<file path="src/lsu_pkg.sv">
// Load/store access encodings and data widths
package lsu_pkg;

  // Data path
  parameter int XLEN     = 32;
  parameter int BE_WIDTH = XLEN / 8;  // One enable per byte lane

  // Access size, same encoding as funct3 of RV32 loads and stores
  parameter int SIZE_W = 3;

  parameter logic [SIZE_W-1:0] SZ_B  = 3'b000;  // Byte, sign extended
  parameter logic [SIZE_W-1:0] SZ_H  = 3'b001;  // Halfword, sign extended
  parameter logic [SIZE_W-1:0] SZ_W  = 3'b010;  // Full word
  parameter logic [SIZE_W-1:0] SZ_BU = 3'b100;  // Byte, zero extended
  parameter logic [SIZE_W-1:0] SZ_HU = 3'b101;  // Halfword, zero extended

  // Stores look at bits [1:0] only, so SB/SH/SW map onto B/H/W

endpackage

</file>
<file path="src/map_pkg.sv">
// Address map of the data-memory subsystem
package map_pkg;

  // Top nibble of the address selects the region
  parameter logic [3:0] REGION_DMEM = 4'h1;  // Data RAM
  parameter logic [3:0] REGION_MMIO = 4'h8;  // Register block

  // Register offsets inside the MMIO region
  parameter int MMIO_OFF_W = 8;

  parameter logic [MMIO_OFF_W-1:0] MMIO_STATUS    = 8'h00;  // Bit 0 is tx ready
  parameter logic [MMIO_OFF_W-1:0] MMIO_TX_DATA   = 8'h08;  // Transmit byte
  parameter logic [MMIO_OFF_W-1:0] MMIO_COUNT     = 8'h10;  // Request counter
  parameter logic [MMIO_OFF_W-1:0] MMIO_COUNT_CLR = 8'h18;  // Write clears counter

  // Request address, seen either as one word or split into fields.
  // The flat view feeds the register offset, the field view feeds
  // region decode, RAM indexing and lane selection.
  typedef union packed {
    logic [31:0] flat;
    struct packed {
      logic [3:0]  region;
      logic [25:0] word_idx;
      logic [1:0]  byte_off;
    } fields;
  } mem_addr_u;

endpackage

</file>
<file path="src/load_extract.sv">
`timescale 1ns/100ps

// Picks the addressed byte or halfword out of a read word and extends it
module load_extract import lsu_pkg::*; (
  input  logic [SIZE_W-1:0] size,
  input  logic [1:0]        byte_off,
  input  logic [XLEN-1:0]   word,
  output logic [XLEN-1:0]   rdata
);

  logic [XLEN-1:0] shifted;

  // Addressed lane moved down to bit 0
  assign shifted = word >> {byte_off, 3'b000};

  always_comb begin
    case (size)
      SZ_B:    rdata = {{24{shifted[7]}}, shifted[7:0]};
      SZ_BU:   rdata = {24'h000000, shifted[7:0]};
      SZ_H:    rdata = {{16{shifted[15]}}, shifted[15:0]};
      SZ_HU:   rdata = {16'h0000, shifted[15:0]};
      SZ_W:    rdata = word;  // No lane select for words
      default: rdata = word;
    endcase
  end

endmodule

</file>
<file path="src/mem_router.sv">
`timescale 1ns/100ps

// Region decode on the request side, registered read return path
module mem_router import lsu_pkg::*, map_pkg::*; #(
  parameter int DMEM_AWIDTH = 14
) (
  input  logic                   clk,
  input  logic                   reset,
  input  logic                   req_valid,
  input  logic                   req_write,
  input  logic [SIZE_W-1:0]      req_size,
  input  logic [XLEN-1:0]        req_addr,
  input  logic [XLEN-1:0]        req_wdata,
  output logic                   rsp_valid,
  output logic [XLEN-1:0]        rsp_rdata,
  output logic [DMEM_AWIDTH-1:0] ram_addr,
  output logic [XLEN-1:0]        ram_wdata,
  output logic [BE_WIDTH-1:0]    ram_byte_en,
  input  logic [XLEN-1:0]        ram_rdata,
  output logic                   mmio_req,
  output logic                   mmio_we,
  output logic [MMIO_OFF_W-1:0]  mmio_offset,
  output logic [XLEN-1:0]        mmio_wdata,
  input  logic [XLEN-1:0]        mmio_rdata
);

  mem_addr_u             addr;
  logic                  wr_req;
  logic                  rd_req;
  logic [XLEN-1:0]       lane_data;
  logic [BE_WIDTH-1:0]   lane_be;
  logic [3:0]            rd_region_q;
  logic [SIZE_W-1:0]     rd_size_q;
  logic [1:0]            rd_off_q;
  logic [XLEN-1:0]       mmio_word_q;
  logic [XLEN-1:0]       sel_word;

  assign addr   = req_addr;
  assign wr_req = req_valid && req_write;
  assign rd_req = req_valid && !req_write;

  store_align i_store_align (
    .size      (req_size),
    .byte_off  (addr.fields.byte_off),
    .wdata     (req_wdata),
    .lane_data (lane_data),
    .byte_en   (lane_be)
  );

  // RAM side, enables only for writes into the RAM region
  assign ram_addr    = addr.fields.word_idx[DMEM_AWIDTH-1:0];
  assign ram_wdata   = lane_data;
  assign ram_byte_en = (wr_req && addr.fields.region == REGION_DMEM) ? lane_be : '0;

  // Register side
  assign mmio_req    = req_valid;  // Counter sees every request
  assign mmio_we     = wr_req && (addr.fields.region == REGION_MMIO);
  assign mmio_offset = addr.flat[MMIO_OFF_W-1:0];
  assign mmio_wdata  = lane_data;

  always_ff @(posedge clk) begin
    if (reset) begin
      rsp_valid <= 1'b0;
    end else begin
      rsp_valid <= rd_req;
    end
  end

  // Read context travels with the RAM latency
  always_ff @(posedge clk) begin
    rd_region_q <= addr.fields.region;
    rd_size_q   <= req_size;
    rd_off_q    <= addr.fields.byte_off;
    mmio_word_q <= mmio_rdata;
  end

  always_comb begin
    case (rd_region_q)
      REGION_DMEM: sel_word = ram_rdata;
      REGION_MMIO: sel_word = mmio_word_q;
      default:     sel_word = '0;  // Unmapped reads as zero
    endcase
  end

  load_extract i_load_extract (
    .size     (rd_size_q),
    .byte_off (rd_off_q),
    .word     (sel_word),
    .rdata    (rsp_rdata)
  );

endmodule

</file>
<file path="src/store_align.sv">
`timescale 1ns/100ps

// Moves store data onto its byte lane and builds the byte enables
module store_align import lsu_pkg::*; (
  input  logic [SIZE_W-1:0]   size,
  input  logic [1:0]          byte_off,
  input  logic [XLEN-1:0]     wdata,
  output logic [XLEN-1:0]     lane_data,
  output logic [BE_WIDTH-1:0] byte_en
);

  always_comb begin
    // Only the width bits matter for a store
    case (size[1:0])
      SZ_B[1:0]: begin
        lane_data = {4{wdata[7:0]}};  // Every lane carries the byte
        byte_en   = 4'b0001 << byte_off;
      end
      SZ_H[1:0]: begin
        lane_data = {2{wdata[15:0]}};
        byte_en   = byte_off[1] ? 4'b1100 : 4'b0011;  // Upper or lower half
      end
      SZ_W[1:0]: begin
        lane_data = wdata;
        byte_en   = 4'b1111;
      end
      default: begin
        lane_data = wdata;  // Code 3 is not a store size, treat as word
        byte_en   = 4'b1111;
      end
    endcase
  end

endmodule
</file>
<file path="config.mk">
export PLATFORM = sky130hd
export DESIGN_NAME = mem_router
export DESIGN_NICKNAME = d
export VERILOG_FILES = /design/src/lsu_pkg.sv /design/src/map_pkg.sv /design/src/load_extract.sv /design/src/mem_router.sv /design/src/store_align.sv
export SDC_FILE = /design/constraint.sdc
export NUM_CORES = 1
export LEC_CHECK = 0
export ABC_AREA = 0
export BUFFER_PORTS_ARGS = -buffer_cell sky130_fd_sc_hd__buf_4
export CAP_MARGIN = 25
export CORE_AREA = 2 2 102 104
export CTS_BUF_LIST = sky130_fd_sc_hd__clkbuf_2 sky130_fd_sc_hd__clkbuf_4 sky130_fd_sc_hd__clkbuf_8
export DETAILED_ROUTE_END_ITERATION = 10
export DIE_AREA = 0 0 104 106
export PLACE_DENSITY = 0.73
export SYNTH_ARGS = -nofsm -noshare
export SYNTH_HDL_FRONTEND = slang
export SYNTH_SLANG_ARGS = --single-unit
</file>
<file path="constraint.sdc">
create_clock -name clk -period 2.2 [get_ports clk]
set_input_delay 0.55 -clock clk [delete_from_list [all_inputs] [get_ports clk]]
set_output_delay 0.55 -clock clk [all_outputs]
set_load 0.05 [all_outputs]
</file>
==> flow_summary.toml, run 1 <==
[setup_path]
critPathLaunchType = "register"
endpoint_kind = "primary output"
crit_fanout = 15
critPathArrivalTime_ns = 2.00
worstPathRequired_ns = 1.65
crit_type = "reg -> out"

[final_layout]
fin_util = 0.5608
multi_input_area_um2 = 2182
nNetsFinal = 682
design_area_um2 = 5608
antenna_cells = 0
fillers = 859
fin_cells = 684
final_layout_size_suffix_gt1_frac = 0.6880
seq_area_um2 = 850.8
area_growth_pct = 76.80

[placed_design]
port_buffers = 213
hpwl_um = 8891
post_dp_cell_area_um2 = 4984
gp_congestion = 0.8987
placedCellCount = 661

[global_routing]
grt_pass1_wl_um = 16530
grt_pass1_vias = 3313
grt_antenna_before_repair = 0
track_usage = 0.1882
grt_max_degree = 40
grt_overflow_total = 0

[power]
cellLeakagePower_nw = 2.557
switching_share = 0.3915
p_comb_frac = 0.468
p_total_mw = 2.697
seq_power_share = 0.306
power.density_nw_per_um2 = 480.9
p_switching_mw = 1.056
irDropWorstVdd_v = 0.0002754
p_clk_frac = 0.225
p_int_mw = 1.641

[synthesis]
ys_seq_area_frac = 0.2651
synthFlopType = "dfxtp_1"
synth.distinct_cells = 44
synth_edf_count = 0
ys_seq_elements = 42
synthTopCellsByCount = "buf_4 (65), dfxtp_1 (42), nand3b_1 (40)"
async_reset_ff_frac = 0
synth.most_common_cell = "buf_4"
syn_inst = 364
synth_top_cell_area_share = 0.2651
syn-cell-area_um2 = 3172
synth-warning-count = 0
avgSynthCellArea_um2 = 8.714
yosysTopAreaCell = "dfxtp_1"
synth_fp_nets = 499
synth_area_leaders = "dfxtp_1 (27%), buf_4 (15%), nand3b_1 (9.5%), mux2i_1 (6.0%), mux2_2 (5.7%)"

[sta]
fin_ws_ns = -0.3491
period_share = 1.159
fmax_mhz = 392.3
maxSlewViolCount = 0
period_minus_slack_ns = 2.549
tightest_slew_ns = 0.4193
max_slew_margin = 0.7205
final_hold_viol_count = 0
setup_viol = 32
finalSetupTns_ns = -8.806
rsz0062_at_grt = "true"

[route]
drt-total-wl_um = 11820
drc = 0
drtIter0Drc = 95
antenna_left = 0
wire_per_inst_um = 17.28
via_per_inst = 4.944
drt-pass1-iter-count = 5
num_vias = 3382

[die]
fp.coreArea_um2 = 10000
initial_utilization = 0.3172
rows = 37
num_io_pins = 260
die_area_um2 = 11020
die_w_um = 104
die_h_um = 106

[clocking]
cts_tree = "built"
cts.sinks = 42
htreeDepth = 2
ctsHoldBuffers = 0
clock_path_buffers = 2
cts.clk_slew.worst_paths_ns = 0.08
cts_buffers = 5
root_buffer = "clkbuf_8"

[run]
drv_cap = 0

[worst_hold_path]
hold_class = "in -> reg"
holdPathStages = 1

[run_status]
violations = "negative setup slack"
outcome = "finished, violations left"
## cells in the final DEF, fill, tap and decap left out, types with 5 or more instances in the layout
master / count
o211ai_1: 11
buf_6: 27
o21ai_2: 8
buf_12: 9
nand3_1: 5
dfxtp_1: 38
nand2b_1: 5
mux2_2: 14
mux2i_1: 12
nand3b_1: 40
nand3_2: 11
nand2_1: 22
clkbuf_8: 5
a21oi_1: 9
buf_4: 225
a22o_1: 8
a21oi_4: 7
a21oi_2: 14
## final timing paths
path / startpoint / endpoint / slack [ns]
max: rd_region_q[2]$_DFF_P_ / rsp_rdata[18] / -0.35
min: mmio_rdata[5] / mmio_word_q[5]$_DFF_P_ / 0.34
## cell type report
cell class                      count  area share
Clock buffer                        5     0.01227
Timing Repair Buffer              266      0.4081
Clock inverter                      3    0.007140
Inverter                            2    0.001339
Sequential cell                    42      0.1517
Tap cell                          136     0.03034
Multi-Input combinational cell    230      0.3891
## worst max-delay path, cell delays in order, from the launching register on
cell      delay (ns)
dfxtp_2         0.32
or2_4           0.28
buf_12          0.16
nor4_4          0.14
buf_4           0.16
o211ai_4        0.11
buf_12          0.18
o211ai_1        0.11
buf_4           0.24
## power by group through the flow
| stage | sequential [mW] | combinational, mW | clock, mW |
|---|---|---|---|
| detailed placement | 0.841 | 1.17 | 0 |
| global route | 0.832 | 1.31 | 0.651 |
| floorplan | 0.834 | 0.913 | 0 |
| global placement | 0.840 | 1.17 | 0 |
| CTS | 0.823 | 1.21 | 0.625 |
| finish | 0.827 | 1.26 | 0.607 |
## sequential cells by signal, indices dropped and copies added (netlist names)
name	count
mmio_word_q	32
rd_off_q	2
rsp_valid	1
rd_size_q	3
rd_region_q	4
## through the flow
stage / hold slack [ns] / worst slack [ns]
2_1_floorplan: 0.5777 / -0.1989
3_3_place_gp: 0.6550 / -0.1973
3_5_place_dp: 0.6558 / -0.2088
4_1_cts: 0.3333 / -0.3327
5_1_grt: 0.3277 / -0.4194
6_report: 0.3418 / -0.3491
## cells by family after synthesis
logic type / synth area share
compound gates: 0.2059
mux: 0.1168
simple gates: 0.2079
buf+inv: 0.2043
flops: 0.2651
## routing by layer
metal,GRT usage,vias up,part of all wire
li1,-,1614,-
met1,0.1887,1576,0.36
met2,0.3675,174,0.54
met3,0.05702,18,0.083
met4,0.06371,0,0.025
met5,0,-,0
## what timing repair did
item,in CTS,in global routing
gates resized for setup,44,31
buffers inserted,4,6
endpoints found under the setup margin,36,36
gates cloned,0,5
pin swaps,7,10
Note: power is estimated with default switching activity, not from simulation.
==> inputs of run 2 (changes only) <==
--- a/config.mk
+++ b/config.mk
@@ -12,7 +12,7 @@
 export CTS_BUF_LIST = sky130_fd_sc_hd__clkbuf_2 sky130_fd_sc_hd__clkbuf_4 sky130_fd_sc_hd__clkbuf_8
 export DETAILED_ROUTE_END_ITERATION = 10
 export DIE_AREA = 0 0 104 106
-export PLACE_DENSITY = 0.73
+export PLACE_DENSITY = 0.7
 export SYNTH_ARGS = -nofsm -noshare
 export SYNTH_HDL_FRONTEND = slang
 export SYNTH_SLANG_ARGS = --single-unit
==> flow_summary.toml, run 2 (synthesis gave the netlist of run 1 again) <==
[global_routing]
track_usage = 0.1932
grt_pass1_wl_um = 17120
grt_pass1_vias = 3423
grt_max_degree = 41
grt_overflow_total = 0
grt_antenna_before_repair = 0

[die]
die_area_um2 = 11020
fp.coreArea_um2 = 10000
num_io_pins = 260
rows = 37
die_w_um = 104
initial_utilization = 0.3172
die_h_um = 106

[final_layout]
final_layout_size_suffix_gt1_frac = 0.7112
nNetsFinal = 695
seq_area_um2 = 853.3
fillers = 800
reg_top3 = "mmio_word_q: 32 flops, rd_region_q: 4 flops, rd_size_q: 3 flops"
layout_commonest_cell = "buf_4"
area_growth_pct = 87.65
largest_reg_flops = 32
final_cell_mix = "buf_4 (226), nand3b_1 (40), dfxtp_1 (38)"
antenna_cells = 0
max_flop_register = "mmio_word_q"
multi_input_area_um2 = 2320
design_area_um2 = 5952

[placed_design]
gp_congestion = 0.8802
post_dp_cell_area_um2 = 4984
hpwl_um = 8788
dp_slack_ns = -0.1562
port_buffers = 213

[power]
irDropWorstVdd_v = 0.0002298
power.density_nw_per_um2 = 449.4
p_total_mw = 2.675
cellLeakagePower_nw = 2.677

[run]
drv_cap = 0

[clocking]
root_buffer = "clkbuf_8"
cts.sinks = 42
cts_buffers = 5
ctsHoldBuffers = 0
cts_tree = "built"
cts.clk_slew.worst_paths_ns = 0.09
htreeDepth = 2
clock_path_buffers = 2

[worst_hold_path]
hold_class = "in -> reg"

[sta]
maxSlewViolCount = 0
fmax_mhz = 388.1
rsz0062_at_grt = "true"
tightest_slew_ns = 0.3554
setup_viol = 32
fin_ws_ns = -0.3767
hold-worst-slack_ns = 0.3357
final_hold_viol_count = 0
max_slew_margin = 0.7606
period_minus_slack_ns = 2.577
period_share = 1.171

[setup_path]
endpoint_kind = "primary output"
critPathCapture = "rsp_rdata[3]"
worstPathRequired_ns = 1.65
crit_fanout = 10
critPathLaunchType = "register"
critPathArrivalTime_ns = 2.03
crit_type = "reg -> out"
cp-startpoint = "rd_region_q[0]$_DFF_P_"

[route]
antenna_left = 0
drc = 0
num_vias = 3561
drtIter0Drc = 140
drt-pass1-iter-count = 4
drt-total-wl_um = 12940
wire_per_inst_um = 18.56
via_per_inst = 5.109

[run_status]
violations = "negative setup slack"
outcome = "finished, violations left"
run 2: cell count changes in the layout (fill, tap and decap cells not counted), moves of 2 or more:
| cell | delta |
|---|---|
| a21oi_1 | -3 |
| mux2i_1 | -2 |
| buf_8 | +3 |
| a21oi_4 | +7 |
| buf_6 | +4 |
| clkbuf_16 | +5 |
| nand3_4 | +3 |
| nand3_2 | -3 |
| a21oi_2 | -4 |
| mux2i_4 | +2 |
run 2: metrics by stage:
| stage | util | instances | TNS, ns |
|---|---|---|---|
| after floorplan | - | 364 | -3.569 |
| after global placement | 0.4984 | 661 | -1.988 |
| after detailed placement | 0.4984 | 661 | -2.161 |
| after CTS | 0.5279 | 671 | -9.017 |
| after global routing | 0.5952 | 697 | -12.84 |
| final | 0.5952 | 697 | -10.69 |
run 2: worst min-delay path by stage:
stage	from	to	slack, ns	cells after the start
global route	mmio_rdata[18]	mmio_word_q[18]$_DFF_P_	0.33	1
global placement	mmio_rdata[13]	mmio_word_q[13]$_DFF_P_	0.65	1
finish	mmio_rdata[28]	mmio_word_q[28]$_DFF_P_	0.34	1
floorplan	mmio_rdata[0]	mmio_word_q[0]$_DFF_P_	0.58	0
detailed placement	mmio_rdata[22]	mmio_word_q[22]$_DFF_P_	0.66	1
CTS	mmio_rdata[7]	mmio_word_q[7]$_DFF_P_	0.33	1
run 2: report_power, final:
part           internal, mW  switching [mW]  total, mW
clock                 0.223           0.294      0.518
sequential            0.800          0.0277      0.827
combinational         0.543           0.787       1.33
total                  1.57            1.11       2.67
run 2: critical path: stages (launching register included):
cell,delay (ns)
dfxtp_4,0.40
buf_8,0.14
clkbuf_16,0.16
nand3b_1,0.10
a21oi_2,0.27
mux2i_4,0.14
a221oi_4,0.32
buf_6,0.20
run 2: area by class of cell:
cell class / instances / share of cell area
multi-input combinational: 230 / 0.3897
timing repair buffer: 279 / 0.4219
tap: 136 / 0.02859
inverter: 2 / 0.001261
sequential: 42 / 0.1434
clock inverter: 3 / 0.003574
clock buffer: 5 / 0.01156
run 2: repair_timing:
item / 4_1_cts / 5_1_grt
gates cloned: 0 / 13
endpoints found under the setup margin: 36 / 36
buffers inserted: 2 / 13
pin swaps: 4 / 33
gates resized for setup: 50 / 60
run 2: layer usage:
metal | up-vias | GRT usage | wire [um]
li1 | 1639 | - | -
met4 | 0 | 0.05116 | 230
met2 | 215 | 0.3792 | 7058
met5 | - | 0 | 0
met1 | 1689 | 0.2048 | 4622
met3 | 18 | 0.04660 | 1028
