$ cat config.mk
export PLATFORM = sky130hd
export DESIGN_NAME = mmio_regs
export DESIGN_NICKNAME = d
export VERILOG_FILES = /design/src/lsu_pkg.sv /design/src/map_pkg.sv /design/src/mmio_regs.sv
export SDC_FILE = /design/constraint.sdc
export NUM_CORES = 1
export LEC_CHECK = 0
export ABC_AREA = 1
export BUFFER_PORTS_ARGS = -buffer_cell sky130_fd_sc_hd__buf_2
export CAP_MARGIN = 10
export CELL_PAD_IN_SITES_DETAIL_PLACEMENT = 0
export CELL_PAD_IN_SITES_GLOBAL_PLACEMENT = 1
export CORE_AREA = 5 5 108 84
export CTS_BUF_LIST = sky130_fd_sc_hd__clkbuf_16
export DETAILED_ROUTE_END_ITERATION = 8
export DIE_AREA = 0 0 113 89
export MAX_ROUTING_LAYER = met4
export PLACE_DENSITY = 0.8
export SYNTH_ARGS = -nofsm -noshare
export SYNTH_HDL_FRONTEND = slang
export SYNTH_SLANG_ARGS = --single-unit
export TNS_END_PERCENT = 30
$ cat constraint.sdc
create_clock -name clk -period 1.3 [get_ports clk]
set_input_delay 0.195 -clock clk [delete_from_list [all_inputs] [get_ports clk]]
set_output_delay 0.195 -clock clk [all_outputs]
set_load 0.005 [all_outputs]
$ cat src/lsu_pkg.sv
// Load/store access encodings and data widths
package lsu_pkg;

  // Data path
  parameter int XLEN     = 32;
  parameter int BE_WIDTH = XLEN / 8;  // One enable per byte lane

  // Access size, same encoding as funct3 of RV32 loads and stores
  parameter int SIZE_W = 3;

  parameter logic [SIZE_W-1:0] SZ_B  = 3'b000;  // Byte, sign extended
  parameter logic [SIZE_W-1:0] SZ_H  = 3'b001;  // Halfword, sign extended
  parameter logic [SIZE_W-1:0] SZ_W  = 3'b010;  // Full word
  parameter logic [SIZE_W-1:0] SZ_BU = 3'b100;  // Byte, zero extended
  parameter logic [SIZE_W-1:0] SZ_HU = 3'b101;  // Halfword, zero extended

  // Stores look at bits [1:0] only, so SB/SH/SW map onto B/H/W

endpackage

$ cat src/map_pkg.sv
// Address map of the data-memory subsystem
package map_pkg;

  // Top nibble of the address selects the region
  parameter logic [3:0] REGION_DMEM = 4'h1;  // Data RAM
  parameter logic [3:0] REGION_MMIO = 4'h8;  // Register block

  // Register offsets inside the MMIO region
  parameter int MMIO_OFF_W = 8;

  parameter logic [MMIO_OFF_W-1:0] MMIO_STATUS    = 8'h00;  // Bit 0 is tx ready
  parameter logic [MMIO_OFF_W-1:0] MMIO_TX_DATA   = 8'h08;  // Transmit byte
  parameter logic [MMIO_OFF_W-1:0] MMIO_COUNT     = 8'h10;  // Request counter
  parameter logic [MMIO_OFF_W-1:0] MMIO_COUNT_CLR = 8'h18;  // Write clears counter

  // Request address, seen either as one word or split into fields.
  // The flat view feeds the register offset, the field view feeds
  // region decode, RAM indexing and lane selection.
  typedef union packed {
    logic [31:0] flat;
    struct packed {
      logic [3:0]  region;
      logic [25:0] word_idx;
      logic [1:0]  byte_off;
    } fields;
  } mem_addr_u;

endpackage

$ cat src/mmio_regs.sv
`timescale 1ns/100ps

// Register block: UART transmit byte, status and request counter
module mmio_regs import lsu_pkg::*, map_pkg::*; (
  input  logic                  clk,
  input  logic                  reset,
  input  logic                  req_pulse,  // One per accepted request
  input  logic                  reg_we,
  input  logic [MMIO_OFF_W-1:0] offset,
  input  logic [XLEN-1:0]       wdata,
  output logic [XLEN-1:0]       rdata,
  output logic [7:0]            uart_tx_data,
  output logic                  uart_tx_valid,
  input  logic                  uart_tx_ready
);

  logic            tx_load;
  logic            tx_fire;
  logic            count_clr;
  logic [XLEN-1:0] req_count;

  // Writes while a byte is still pending are lost
  assign tx_load   = reg_we && (offset == MMIO_TX_DATA) && !uart_tx_valid;
  assign tx_fire   = uart_tx_valid && uart_tx_ready;
  assign count_clr = reg_we && (offset == MMIO_COUNT_CLR);

  always_ff @(posedge clk) begin
    if (reset) begin
      uart_tx_valid <= 1'b0;
    end else if (tx_load) begin
      uart_tx_valid <= 1'b1;
    end else if (tx_fire) begin
      uart_tx_valid <= 1'b0;
    end
  end

  always_ff @(posedge clk) begin
    if (tx_load) begin
      uart_tx_data <= wdata[7:0];
    end
  end

  // Clear wins over counting, so the clear write itself is not counted
  always_ff @(posedge clk) begin
    if (reset || count_clr) begin
      req_count <= '0;
    end else if (req_pulse) begin
      req_count <= req_count + 1'b1;
    end
  end

  // Read mux, registered by the router
  always_comb begin
    case (offset)
      MMIO_STATUS: rdata = {{(XLEN-1){1'b0}}, ~uart_tx_valid};
      MMIO_COUNT:  rdata = req_count;  // Count before this request
      default:     rdata = '0;
    endcase
  end

endmodule

==> impl_results.md, run 1 <==
* Post-Syn Area at 0.00231 mm^2
* DIE AREA at a little over 0.01 mm^2
* Clock Root Buffer: clkbuf_16
* Power Internal at 2.28 mW
* Total grt overflow at 0
* Vias in the first global route at ~2,400
* DR vias at between 2,000 and 3,000
* Layout fillers at 798
* Share of cells above drive strength 1 at 0.384
* Final Hold Fails at 0
* Placed Area at around 0.0031 mm^2
* Mapped Cells at roughly 360
* Clk buf depth at 2
* Largest net degree at the start of global routing at 32
* Tot Pwr at approximately 2.9 mW
* Seq cells post-synth at 41
* Vert. Die Dim at a little under 90 um
* Post-Route Setup TNS at -3.51 ns
* Max Cap Viol at 0
* Critical Path Sink Type: output pin
* CTS sink cnt at just over 40
* Hold buffers post-CTS at 0
* Worst EP required at roughly 1.1 ns
* Violated checks: setup timing
* Clk network pwr share at 0.499
* Chip width at about 110 um
* All-Layer GR Usage at 0.147
* Final wirelength at slightly below 7000 um
* Initial cell density of the core at 0.296
* Synth cell types at 25
* Final min period at around 1.4 ns
* Slew HR at 0.808
* Final nets at approximately 520
* Seq/Total Area, Yosys at 0.390
* Worst Hold Class: input port to flop
* Row count at 28
* Sequential share of power at 0.452
* I/O Buffers at between 60 and 70
* Finished Cell Area at 0.00351 mm^2
* CTS buffer count at 5
* DR WL/cell at roughly 12 um
* Switch Pwr at between 600 and 700 uW
* H-tree Lvls at 2
* Tightest Pin Transition at around 0.29 ns
* Fin. max-slew vios at 0
* Core ar. at 0.00781 mm^2
* Clk slew on worst S/H paths at ~0.060 ns
* CP Launch Type: input port
* Static leakage at between 1 and 1.5 nW
* Critical path fanouts, max at 31
* Pwr Density at slightly above 800 mW/mm^2
* RSZ-0062 raised after global routing: true
* Area delta synth->final at 51.8%
* ANT nets after route at 0
* Max IR drop VDD at between 0.6 and 0.7 mV
* Status: finished with violations
* CP Class: input port to output pin
* First-pass GRT wire length at around 12,000 um
* GP Congestion at 0.865
* Power share of the combinational group at 0.049
* Post-place setup slack at -0.254 ns
* Via-to-Cell Ratio at ~4.4
* YS warnings at 0
* Net Sw Frac at 0.213
* Syn_nets at 404
* Arr. time, crit path at ~1.3 ns
* Max Fclk at 0.693 GHz
* # DRC at 0
* Initial antenna violation count at 0
* I/O pins at 86
* Final period util at 1.11
* Synth Area per Inst at between 6 and 7 um^2
* Fin worst setup slack at -0.143 ns
* Worst Skew at roughly 0.0037 ns
* Detailed Routing Iterations Pass 1 at 4
* Diode count at 0
* Endpoints failing setup at 44
* Hpwl dp at about 5200 um
* Clock insertion delay at the later pin of the skew report at 0.28 ns
* Drt first-iter violations at 100
* Hold_ws at between 0.07 and 0.08 ns
* CTS tree: done
placed cells by master, fill, tap and decap left out, types with 8 or more instances in the layout:
master     n
nor2_1    88
nand3_1   13
edfxtp_1   8
nand2_1   71
dfxtp_1   24
inv_1     49
buf_4     48
nor2_2    12
nand4_1   15
nor3_1    10
buf_2     60
a21oi_1    9
power by group through the flow:
stage	clock network, mW	logic (mW)	registers (mW)
after floorplan	0	0.0480	1.33
final	1.44	0.142	1.31
after CTS	1.48	0.124	1.31
after global routing	1.54	0.158	1.31
after global placement	0	0.106	1.33
after detailed placement	0	0.110	1.33
repair_timing:
action	CTS	global route
buffers inserted	2	2
pin swaps	11	8
resized for setup	27	35
setup endpoints to repair	64	58
cloned	0	1
area by class of cell:
cell class                      instances  area, um^2  area share
Clock inverter                          3        46.3      0.0132
Sequential cell                        41         917       0.262
Multi-Input combinational cell        257        1350       0.384
Timing Repair inverter                  1        7.51     0.00214
Inverter                               54         206      0.0589
Clock buffer                            5         125      0.0357
Timing Repair Buffer                  113         726       0.207
Tap cell                              105         131      0.0375
layer usage:
metal,track usage,share of wire,vias to the layer above
li1,-,-,1355
met1,0.198,0.52,1124
met2,0.230,0.42,55
met3,0.0311,0.055,5
met4,0.0295,0.0062,0
met5,-,0,-
cell families (layout without fill, tap and decap cells):
family	after synthesis	after routing	synth area share
adders and majority gates	1	1	0.00542
AOI/OAI and AO/OA	12	12	0.0260
and+or+nand+nor	243	243	0.474
buffers and inverters	60	176	0.101
xor gates and xnor gates	1	1	0.00379
DFF	41	41	0.390
critical path: stages:
cell     delay, ns
buf_6         0.09
or2_4         0.26
nor3_4        0.14
nand3_2       0.11
buf_12        0.19
nor2_1        0.12
buf_2         0.13
Yosys cell counts:
library cell    n  area [um^2]
dfxtp_1        33          661
nor2_8          1         20.0
ha_1            1         12.5
nor2_1        101          379
nor2_2          2         12.5
nor4_1          1         6.26
a21oi_1        10         50.1
nand2_4         1         11.3
nor3b_1         2         15.0
nor3b_2         1         12.5
inv_1          53          199
buf_2           6         30.0
xor2_1          1         8.76
nor3_1         12         60.1
edfxtp_1        8          240
nand4_1        15         93.8
nor3_2          2         20.0
and2_1          2         12.5
nand2_1        76          285
o21ai_0         2         10.0
nand3_1        18         90.1
nand2_2         4         25.0
nor2_4          4         45.0
or2_2           1         6.26
inv_2           1         3.75
state kept, by name (all words and copies together) (netlist names):
signal / flops
uart_tx_data: 8
req_count: 32
uart_tx_valid: 1
metrics by stage:
stage               utilization  std cells
floorplan                     -        358
global placement          0.395        566
detailed placement        0.395        566
CTS                       0.433        576
global route              0.449        579
finish                    0.449        579
final timing paths:
| kind | endpoint | start | slack, ns | cells past startpoint |
|---|---|---|---|---|
| setup / recovery | rdata[16] | offset[7] | -0.14 | 7 |
| hold / removal | uart_tx_valid | reset | 0.07 | 2 |
| setup reg to reg | req_count[20] | req_count[0] | -0.09 | 9 |
| hold reg to reg | uart_tx_valid | uart_tx_valid | 0.51 | 2 |
No activity file was read; power rests on OpenSTA's default activity.
==> run 2: changes to the inputs <==
Settings changed: CTS_BUF_LIST sky130_fd_sc_hd__clkbuf_16 to sky130_fd_sc_hd__clkbuf_4 sky130_fd_sc_hd__clkbuf_8 sky130_fd_sc_hd__clkbuf_16.
==> impl_results.md, run 2 (synthesized netlist as in run 1, its figures left out) <==
* R2r startpoint: req_count[1] (was req_count[0])
* Row count at 28 (unchanged)
* Max reg flops at 32 (unchanged)
* R2r setup slk at -0.12 ns (was -0.09 ns)
* Total grt overflow at 0 (unchanged)
* Tightest Pin Transition at 0.400 ns (was 0.287 ns)
* Commonest non-fill, non-tap cell in the layout: nor2_1 (unchanged)
* Hold_ws at 0.0625 ns (was 0.0744 ns)
* Via-to-Cell Ratio at 4.35 (was 4.39)
* Critical path fanouts, max at 31 (unchanged)
* Most Crowded Layer GR: met2 (unchanged)
* I/O pins at 86 (unchanged)
* Status: finished with violations (unchanged)
* Vias in the first global route at 2,418 (was 2,436)
* Pwr Density at 732 mW/mm^2 (was 825 mW/mm^2)
* M2 GR Usage at 0.223 (was 0.230)
* DR vias at 2,513 (was 2,539)
* Critical Path Sink Type: output pin (unchanged)
* Final period util at 1.10 (was 1.11)
* DIE AREA at 0.0101 mm^2 (unchanged)
* Worst Hold Class: input port to flop (unchanged)
* Clk buf depth at 2 (unchanged)
* Largest registers: req_count x32, uart_tx_data x8, uart_tx_valid x1 (unchanged)
* # DRC at 0 (unchanged)
* Max IR drop VDD at 0.388 mV (was 0.660 mV)
* GP Congestion at 0.865 (unchanged)
* Clock Root Buffer: clkbuf_8 (was clkbuf_16)
* RSZ-0062 raised after global routing: true (unchanged)
* Slew HR at 0.733 (was 0.808)
* Max Cap Viol at 0 (unchanged)
* R2R depth at 9 (unchanged)
* Layout fillers at 809 (was 798)
* Placed Area at 0.00309 mm^2 (unchanged)
* Max Fclk at 0.697 GHz (was 0.693 GHz)
* Hold Path End: uart_tx_valid (unchanged)
* All-Layer GR Usage at 0.144 (was 0.147)
* DR WL/cell at 11.4 um (was 11.7 um)
* Drt first-iter violations at 117 (was 100)
* Final nets at 518 (was 519)
* Arr. time, crit path at 1.24 ns (was 1.25 ns)
* Final wirelength at 6620 um (was 6800 um)
* Vert. Die Dim at 89 um (unchanged)
* I/O Buffers at 61 (unchanged)
* H-tree Lvls at 2 (unchanged)
* ANT nets after route at 0 (unchanged)
* Worst EP required at 1.11 ns (about the same)
* Hold Path Depth at 2 (unchanged)
* CP Launch Type: input port (unchanged)
* Worst Skew at 0.00721 ns (was 0.00370 ns)
* Initial antenna violation count at 0 (unchanged)
* Static leakage at 1.45 nW (was 1.49 nW)
* Clk slew on worst S/H paths at 0.08 ns (was 0.06 ns)
* Clock insertion delay at the later pin of the skew report at 0.30 ns (was 0.28 ns)
* Crit path from: offset[7] (unchanged)
* Chip width at 113 um (unchanged)
* Violated checks: setup timing (unchanged)
* Endpoints failing setup at 48 (was 44)
* CTS sink cnt at 41 (unchanged)
* Detailed Routing Iterations Pass 1 at 4 (unchanged)
* CP Class: input port to output pin (unchanged)
* Area delta synth->final at 47.8% (was 51.8%)
* First-pass GRT wire length at 11,500 um (was 11,600 um)
* Core ar. at 0.00781 mm^2 (unchanged)
* Finished Cell Area at 0.00341 mm^2 (was 0.00351 mm^2)
* Final Hold Fails at 0 (unchanged)
* Final min period at 1.43 ns (was 1.44 ns)
* Met1 Resource Use GR at 0.198 (about the same)
* Share of cells above drive strength 1 at 0.387 (was 0.384)
* Fin worst setup slack at -0.134 ns (was -0.143 ns)
* Fin. max-slew vios at 0 (unchanged)
* Hpwl dp at 5220 um (unchanged)
* Biggest register: req_count (unchanged)
* Worst r2r dst: req_count[20] (unchanged)
* Diode count at 0 (unchanged)
* Largest net degree at the start of global routing at 32 (unchanged)
* Initial cell density of the core at 0.296 (unchanged)
* CTS tree: done (unchanged)
* Met3 Track Usage GR at 0.0311 (unchanged)
* Most frequent cells in the layout: nor2_1, nand2_1, buf_2, inv_1, buf_4 (unchanged)
* Hold path start: reset (unchanged)
* CTS buffer count at 5 (unchanged)
[run 2: cell types whose count changed in the layout (fill, tap and decap cells not counted), sizes merged]
cell and delta:
inv +1, clkinvlp -2
[run 2: cell type report]
cell class                      instances  area (um^2)  area share
Multi-Input combinational cell        257         1340       0.391
Sequential cell                        41          912       0.267
Timing Repair Buffer                  113          716       0.210
Inverter                               54          205      0.0601
Tap cell                              105          131      0.0385
Clock buffer                            5         68.8      0.0202
Clock inverter                          3         46.3      0.0136
[run 2: routing by layer]
metal  up-vias  wire length [um]  part of all wire
met2        54              2810              0.42
met1      1111              3460              0.52
met5         -                 0                 0
met3         2               321             0.049
li1       1346                 -                 -
met4         0                27            0.0041
[run 2: how the worst max path moves through the flow]
stage	endpoint	slack [ns]	cells after the start
2_1_floorplan	req_count[20]	-0.04	9
4_1_cts	rdata[0]	-0.23	4
6_report	rdata[16]	-0.13	7
3_3_place_gp	req_count[29]	-0.20	9
3_5_place_dp	req_count[25]	-0.25	9
5_1_grt	rdata[16]	-0.23	7
[run 2: repair_timing]
action	CTS	global route
gates resized for setup	22	35
setup buffers	2	2
pin swaps	8	6
setup endpoints to repair	64	67
hold endpoints to repair	0	0
hold buffers	0	0
[run 2: through the flow]
step | instances | utilization | setup TNS [ns] | setup slack, ns | total power [mW]
after floorplan | 358 | - | -0.0609 | -0.0374 | 1.38
after global placement | 566 | 0.395 | -10.44 | -0.200 | 1.44
after detailed placement | 566 | 0.395 | -12.36 | -0.254 | 1.44
after CTS | 576 | 0.421 | -4.84 | -0.230 | 2.52
after global routing | 578 | 0.437 | -9.55 | -0.233 | 2.61
final | 578 | 0.437 | -3.75 | -0.134 | 2.50
[run 2: where the power goes]
group          switching [mW]  internal (mW)
registers             0.00625           1.30
logic                  0.0665         0.0613
clock network           0.490          0.575
total                   0.563           1.94
[run 2: worst max-delay path, stage by stage]
cell and delay [ns]:
buf_2 0.09, or2_4 0.25, nor3_4 0.14, nand3_2 0.12
buf_12 0.19, nor2_1 0.11, buf_2 0.13
==> run 3: changes to the inputs <==
Settings changed: REMOVE_ABC_BUFFERS set to 1.
==> impl_results.md, run 3 (synthesized netlist as in run 1, its figures left out) <==
* Final nets at 523 (was 518)
* Post-place setup slack at -0.240 ns (was -0.254 ns)
* Post-Route Setup TNS at -11.62 ns (was -3.75 ns)
* CTS tree: done (unchanged)
* Initial cell density of the core at 0.296 (unchanged)
* CP Launch Type: input port (unchanged)
* Fin worst setup slack at -0.323 ns (was -0.134 ns)
* Hold_ws at 0.0526 ns (was 0.0625 ns)
* Via-to-Cell Ratio at 4.43 (was 4.35)
* Biggest register: req_count (unchanged)
* Share of cells above drive strength 1 at 0.412 (was 0.387)
* Drt first-iter violations at 132 (was 117)
* Critical path fanouts, max at 7 (was 31)
* Status: finished with violations (unchanged)
* Largest net degree at the start of global routing at 16 (was 32)
* Hpwl dp at 5030 um (was 5220 um)
* Arr. time, crit path at 1.43 ns (was 1.24 ns)
* Max Cap Viol at 0 (unchanged)
* Chip width at 113 um (unchanged)
* Diode count at 0 (unchanged)
* Largest registers: req_count x32, uart_tx_data x8, uart_tx_valid x1 (unchanged)
* DIE AREA at 0.0101 mm^2 (unchanged)
* Fin. max-slew vios at 0 (unchanged)
* Max reg flops at 32 (unchanged)
* Final period util at 1.25 (was 1.10)
* Core ar. at 0.00781 mm^2 (unchanged)
* Slew HR at 0.725 (was 0.733)
* DR WL/cell at 12.8 um (was 11.4 um)
* Row count at 28 (unchanged)
* Worst Skew at 0.00917 ns (was 0.00721 ns)
* I/O Buffers at 61 (unchanged)
* Tightest Pin Transition at 0.413 ns (was 0.400 ns)
* First-pass GRT wire length at 11,700 um (was 11,500 um)
* Detailed Routing Iterations Pass 1 at 4 (unchanged)
* Clock Root Buffer: clkbuf_8 (unchanged)
* GP Congestion at 0.864 (was 0.865)
* Endpoints failing setup at 64 (was 48)
* Most frequent cells in the layout: nand2_1, nor2_1, buf_2, buf_4, inv_1 (was nor2_1, nand2_1, buf_2, inv_1, buf_4)
* CTS sink cnt at 41 (unchanged)
* Initial antenna violation count at 0 (unchanged)
* Static leakage at 1.52 nW (was 1.45 nW)
* CP Cell Sequence: buf_6 -> or2_4 -> nor3_4 -> nand3_4 -> buf_12 -> clkbuf_16 -> nor2_1 -> buf_2 (was buf_2 -> or2_4 -> nor3_4 -> nand3_2 -> buf_12 -> nor2_1 -> buf_2)
* Clock insertion delay at the later pin of the skew report at 0.30 ns (about the same)
* I/O pins at 86 (unchanged)
* Worst EP required at 1.11 ns (about the same)
* CTS buffer count at 5 (unchanged)
* Tot Pwr at 2.52 mW (was 2.50 mW)
* Critical Path Sink Type: output pin (unchanged)
* Vert. Die Dim at 89 um (unchanged)
* All-Layer GR Usage at 0.150 (was 0.144)
* Total grt overflow at 0 (unchanged)
* DR vias at 2,583 (was 2,513)
* H-tree Lvls at 2 (unchanged)
* Clk slew on worst S/H paths at 0.09 ns (was 0.08 ns)
* Slowest CP cell: or2_4 (unchanged)
* Violated checks: setup timing (unchanged)
* Slowest stage delay, CP at 0.26 ns (was 0.25 ns)
* Max Fclk at 0.616 GHz (was 0.697 GHz)
* Final wirelength at 7450 um (was 6620 um)
* Commonest non-fill, non-tap cell in the layout: nand2_1 (was nor2_1)
* RSZ-0062 raised after global routing: true (unchanged)
* Vias in the first global route at 2,472 (was 2,418)
* Reg area at 911 um^2 (was 912 um^2)
* Final min period at 1.62 ns (was 1.43 ns)
* Final Hold Fails at 0 (unchanged)
* ANT nets after route at 0 (unchanged)
* Pwr Density at 698 mW/mm^2 (was 732 mW/mm^2)
* CP Class: input port to output pin (unchanged)
* Hold buffers post-CTS at 0 (unchanged)
* Worst Hold Class: input port to flop (unchanged)
* Layout fillers at 787 (was 809)
* Area of the multi-input gates at 0.00143 mm^2 (was 0.00134 mm^2)
* # DRC at 0 (unchanged)
* Max IR drop VDD at 0.423 mV (was 0.388 mV)
* Clk buf depth at 2 (unchanged)
* Area delta synth->final at 56.4% (was 47.8%)
[run 3: cell count changes in the layout (fill, tap and decap cells not counted), moves of 2 or more]
cell | previous run | this run
nand2_2 | 4 | 6
dfxtp_1 | 24 | 27
buf_4 | 49 | 51
buf_2 | 61 | 58
buf_6 | 2 | 5
nor2_1 | 82 | 71
nor2_2 | 19 | 17
nor2_4 | 6 | 19
dfxtp_2 | 9 | 5
[run 3: cell type report]
cell class,instances,share of cell area
clock inverter,3,0.0128
sequential,41,0.252
inverter,54,0.0561
multi-input combinational,257,0.396
tap,105,0.0364
clock buffer,5,0.0190
timing repair buffer,118,0.227
[run 3: what timing repair did]
action,in CTS,in global routing
endpoints found under the hold margin,0,0
buffers inserted,5,6
setup endpoints to repair,62,60
gates cloned,2,1
pin swaps,8,13
gates resized for setup,44,44
[run 3: power breakdown]
group / switching [mW] / internal (mW) / total [mW]
logic: 0.0750 / 0.0711 / 0.146
registers: 0.00553 / 1.30 / 1.30
clock network: 0.496 / 0.575 / 1.07
[run 3: per-layer routing]
| layer | track usage | part of all wire | up-vias |
|---|---|---|---|
| li1 | - | - | 1354 |
| met1 | 0.199 | 0.49 | 1152 |
| met2 | 0.232 | 0.44 | 64 |
| met3 | 0.0250 | 0.051 | 13 |
| met4 | 0.0513 | 0.016 | 0 |
| met5 | - | 0 | - |
[run 3: worst paths after layout]
path	startpoint	endpoint	slack [ns]	depth (start not counted)
setup / recovery	offset[6]	rdata[23]	-0.32	8
hold / removal	reset	uart_tx_valid	0.05	2
setup reg to reg	req_count[0]	req_count[20]	-0.20	9
hold reg to reg	req_count[5]	req_count[5]	0.51	2
[run 3: per-stage QoR]
step	instance area (um^2)	util	cells
2_1_floorplan	2280	-	352
3_3_place_gp	3070	0.393	563
3_5_place_dp	3070	0.393	563
4_1_cts	3440	0.440	578
5_1_grt	3610	0.463	583
6_report	3610	0.463	583
[run 3: worst max-delay path: cells and delay by family]
| kind | cells | cell delay [ns] |
|---|---|---|
| simple gates | 4 | 0.69 |
| buf+inv | 4 | 0.53 |
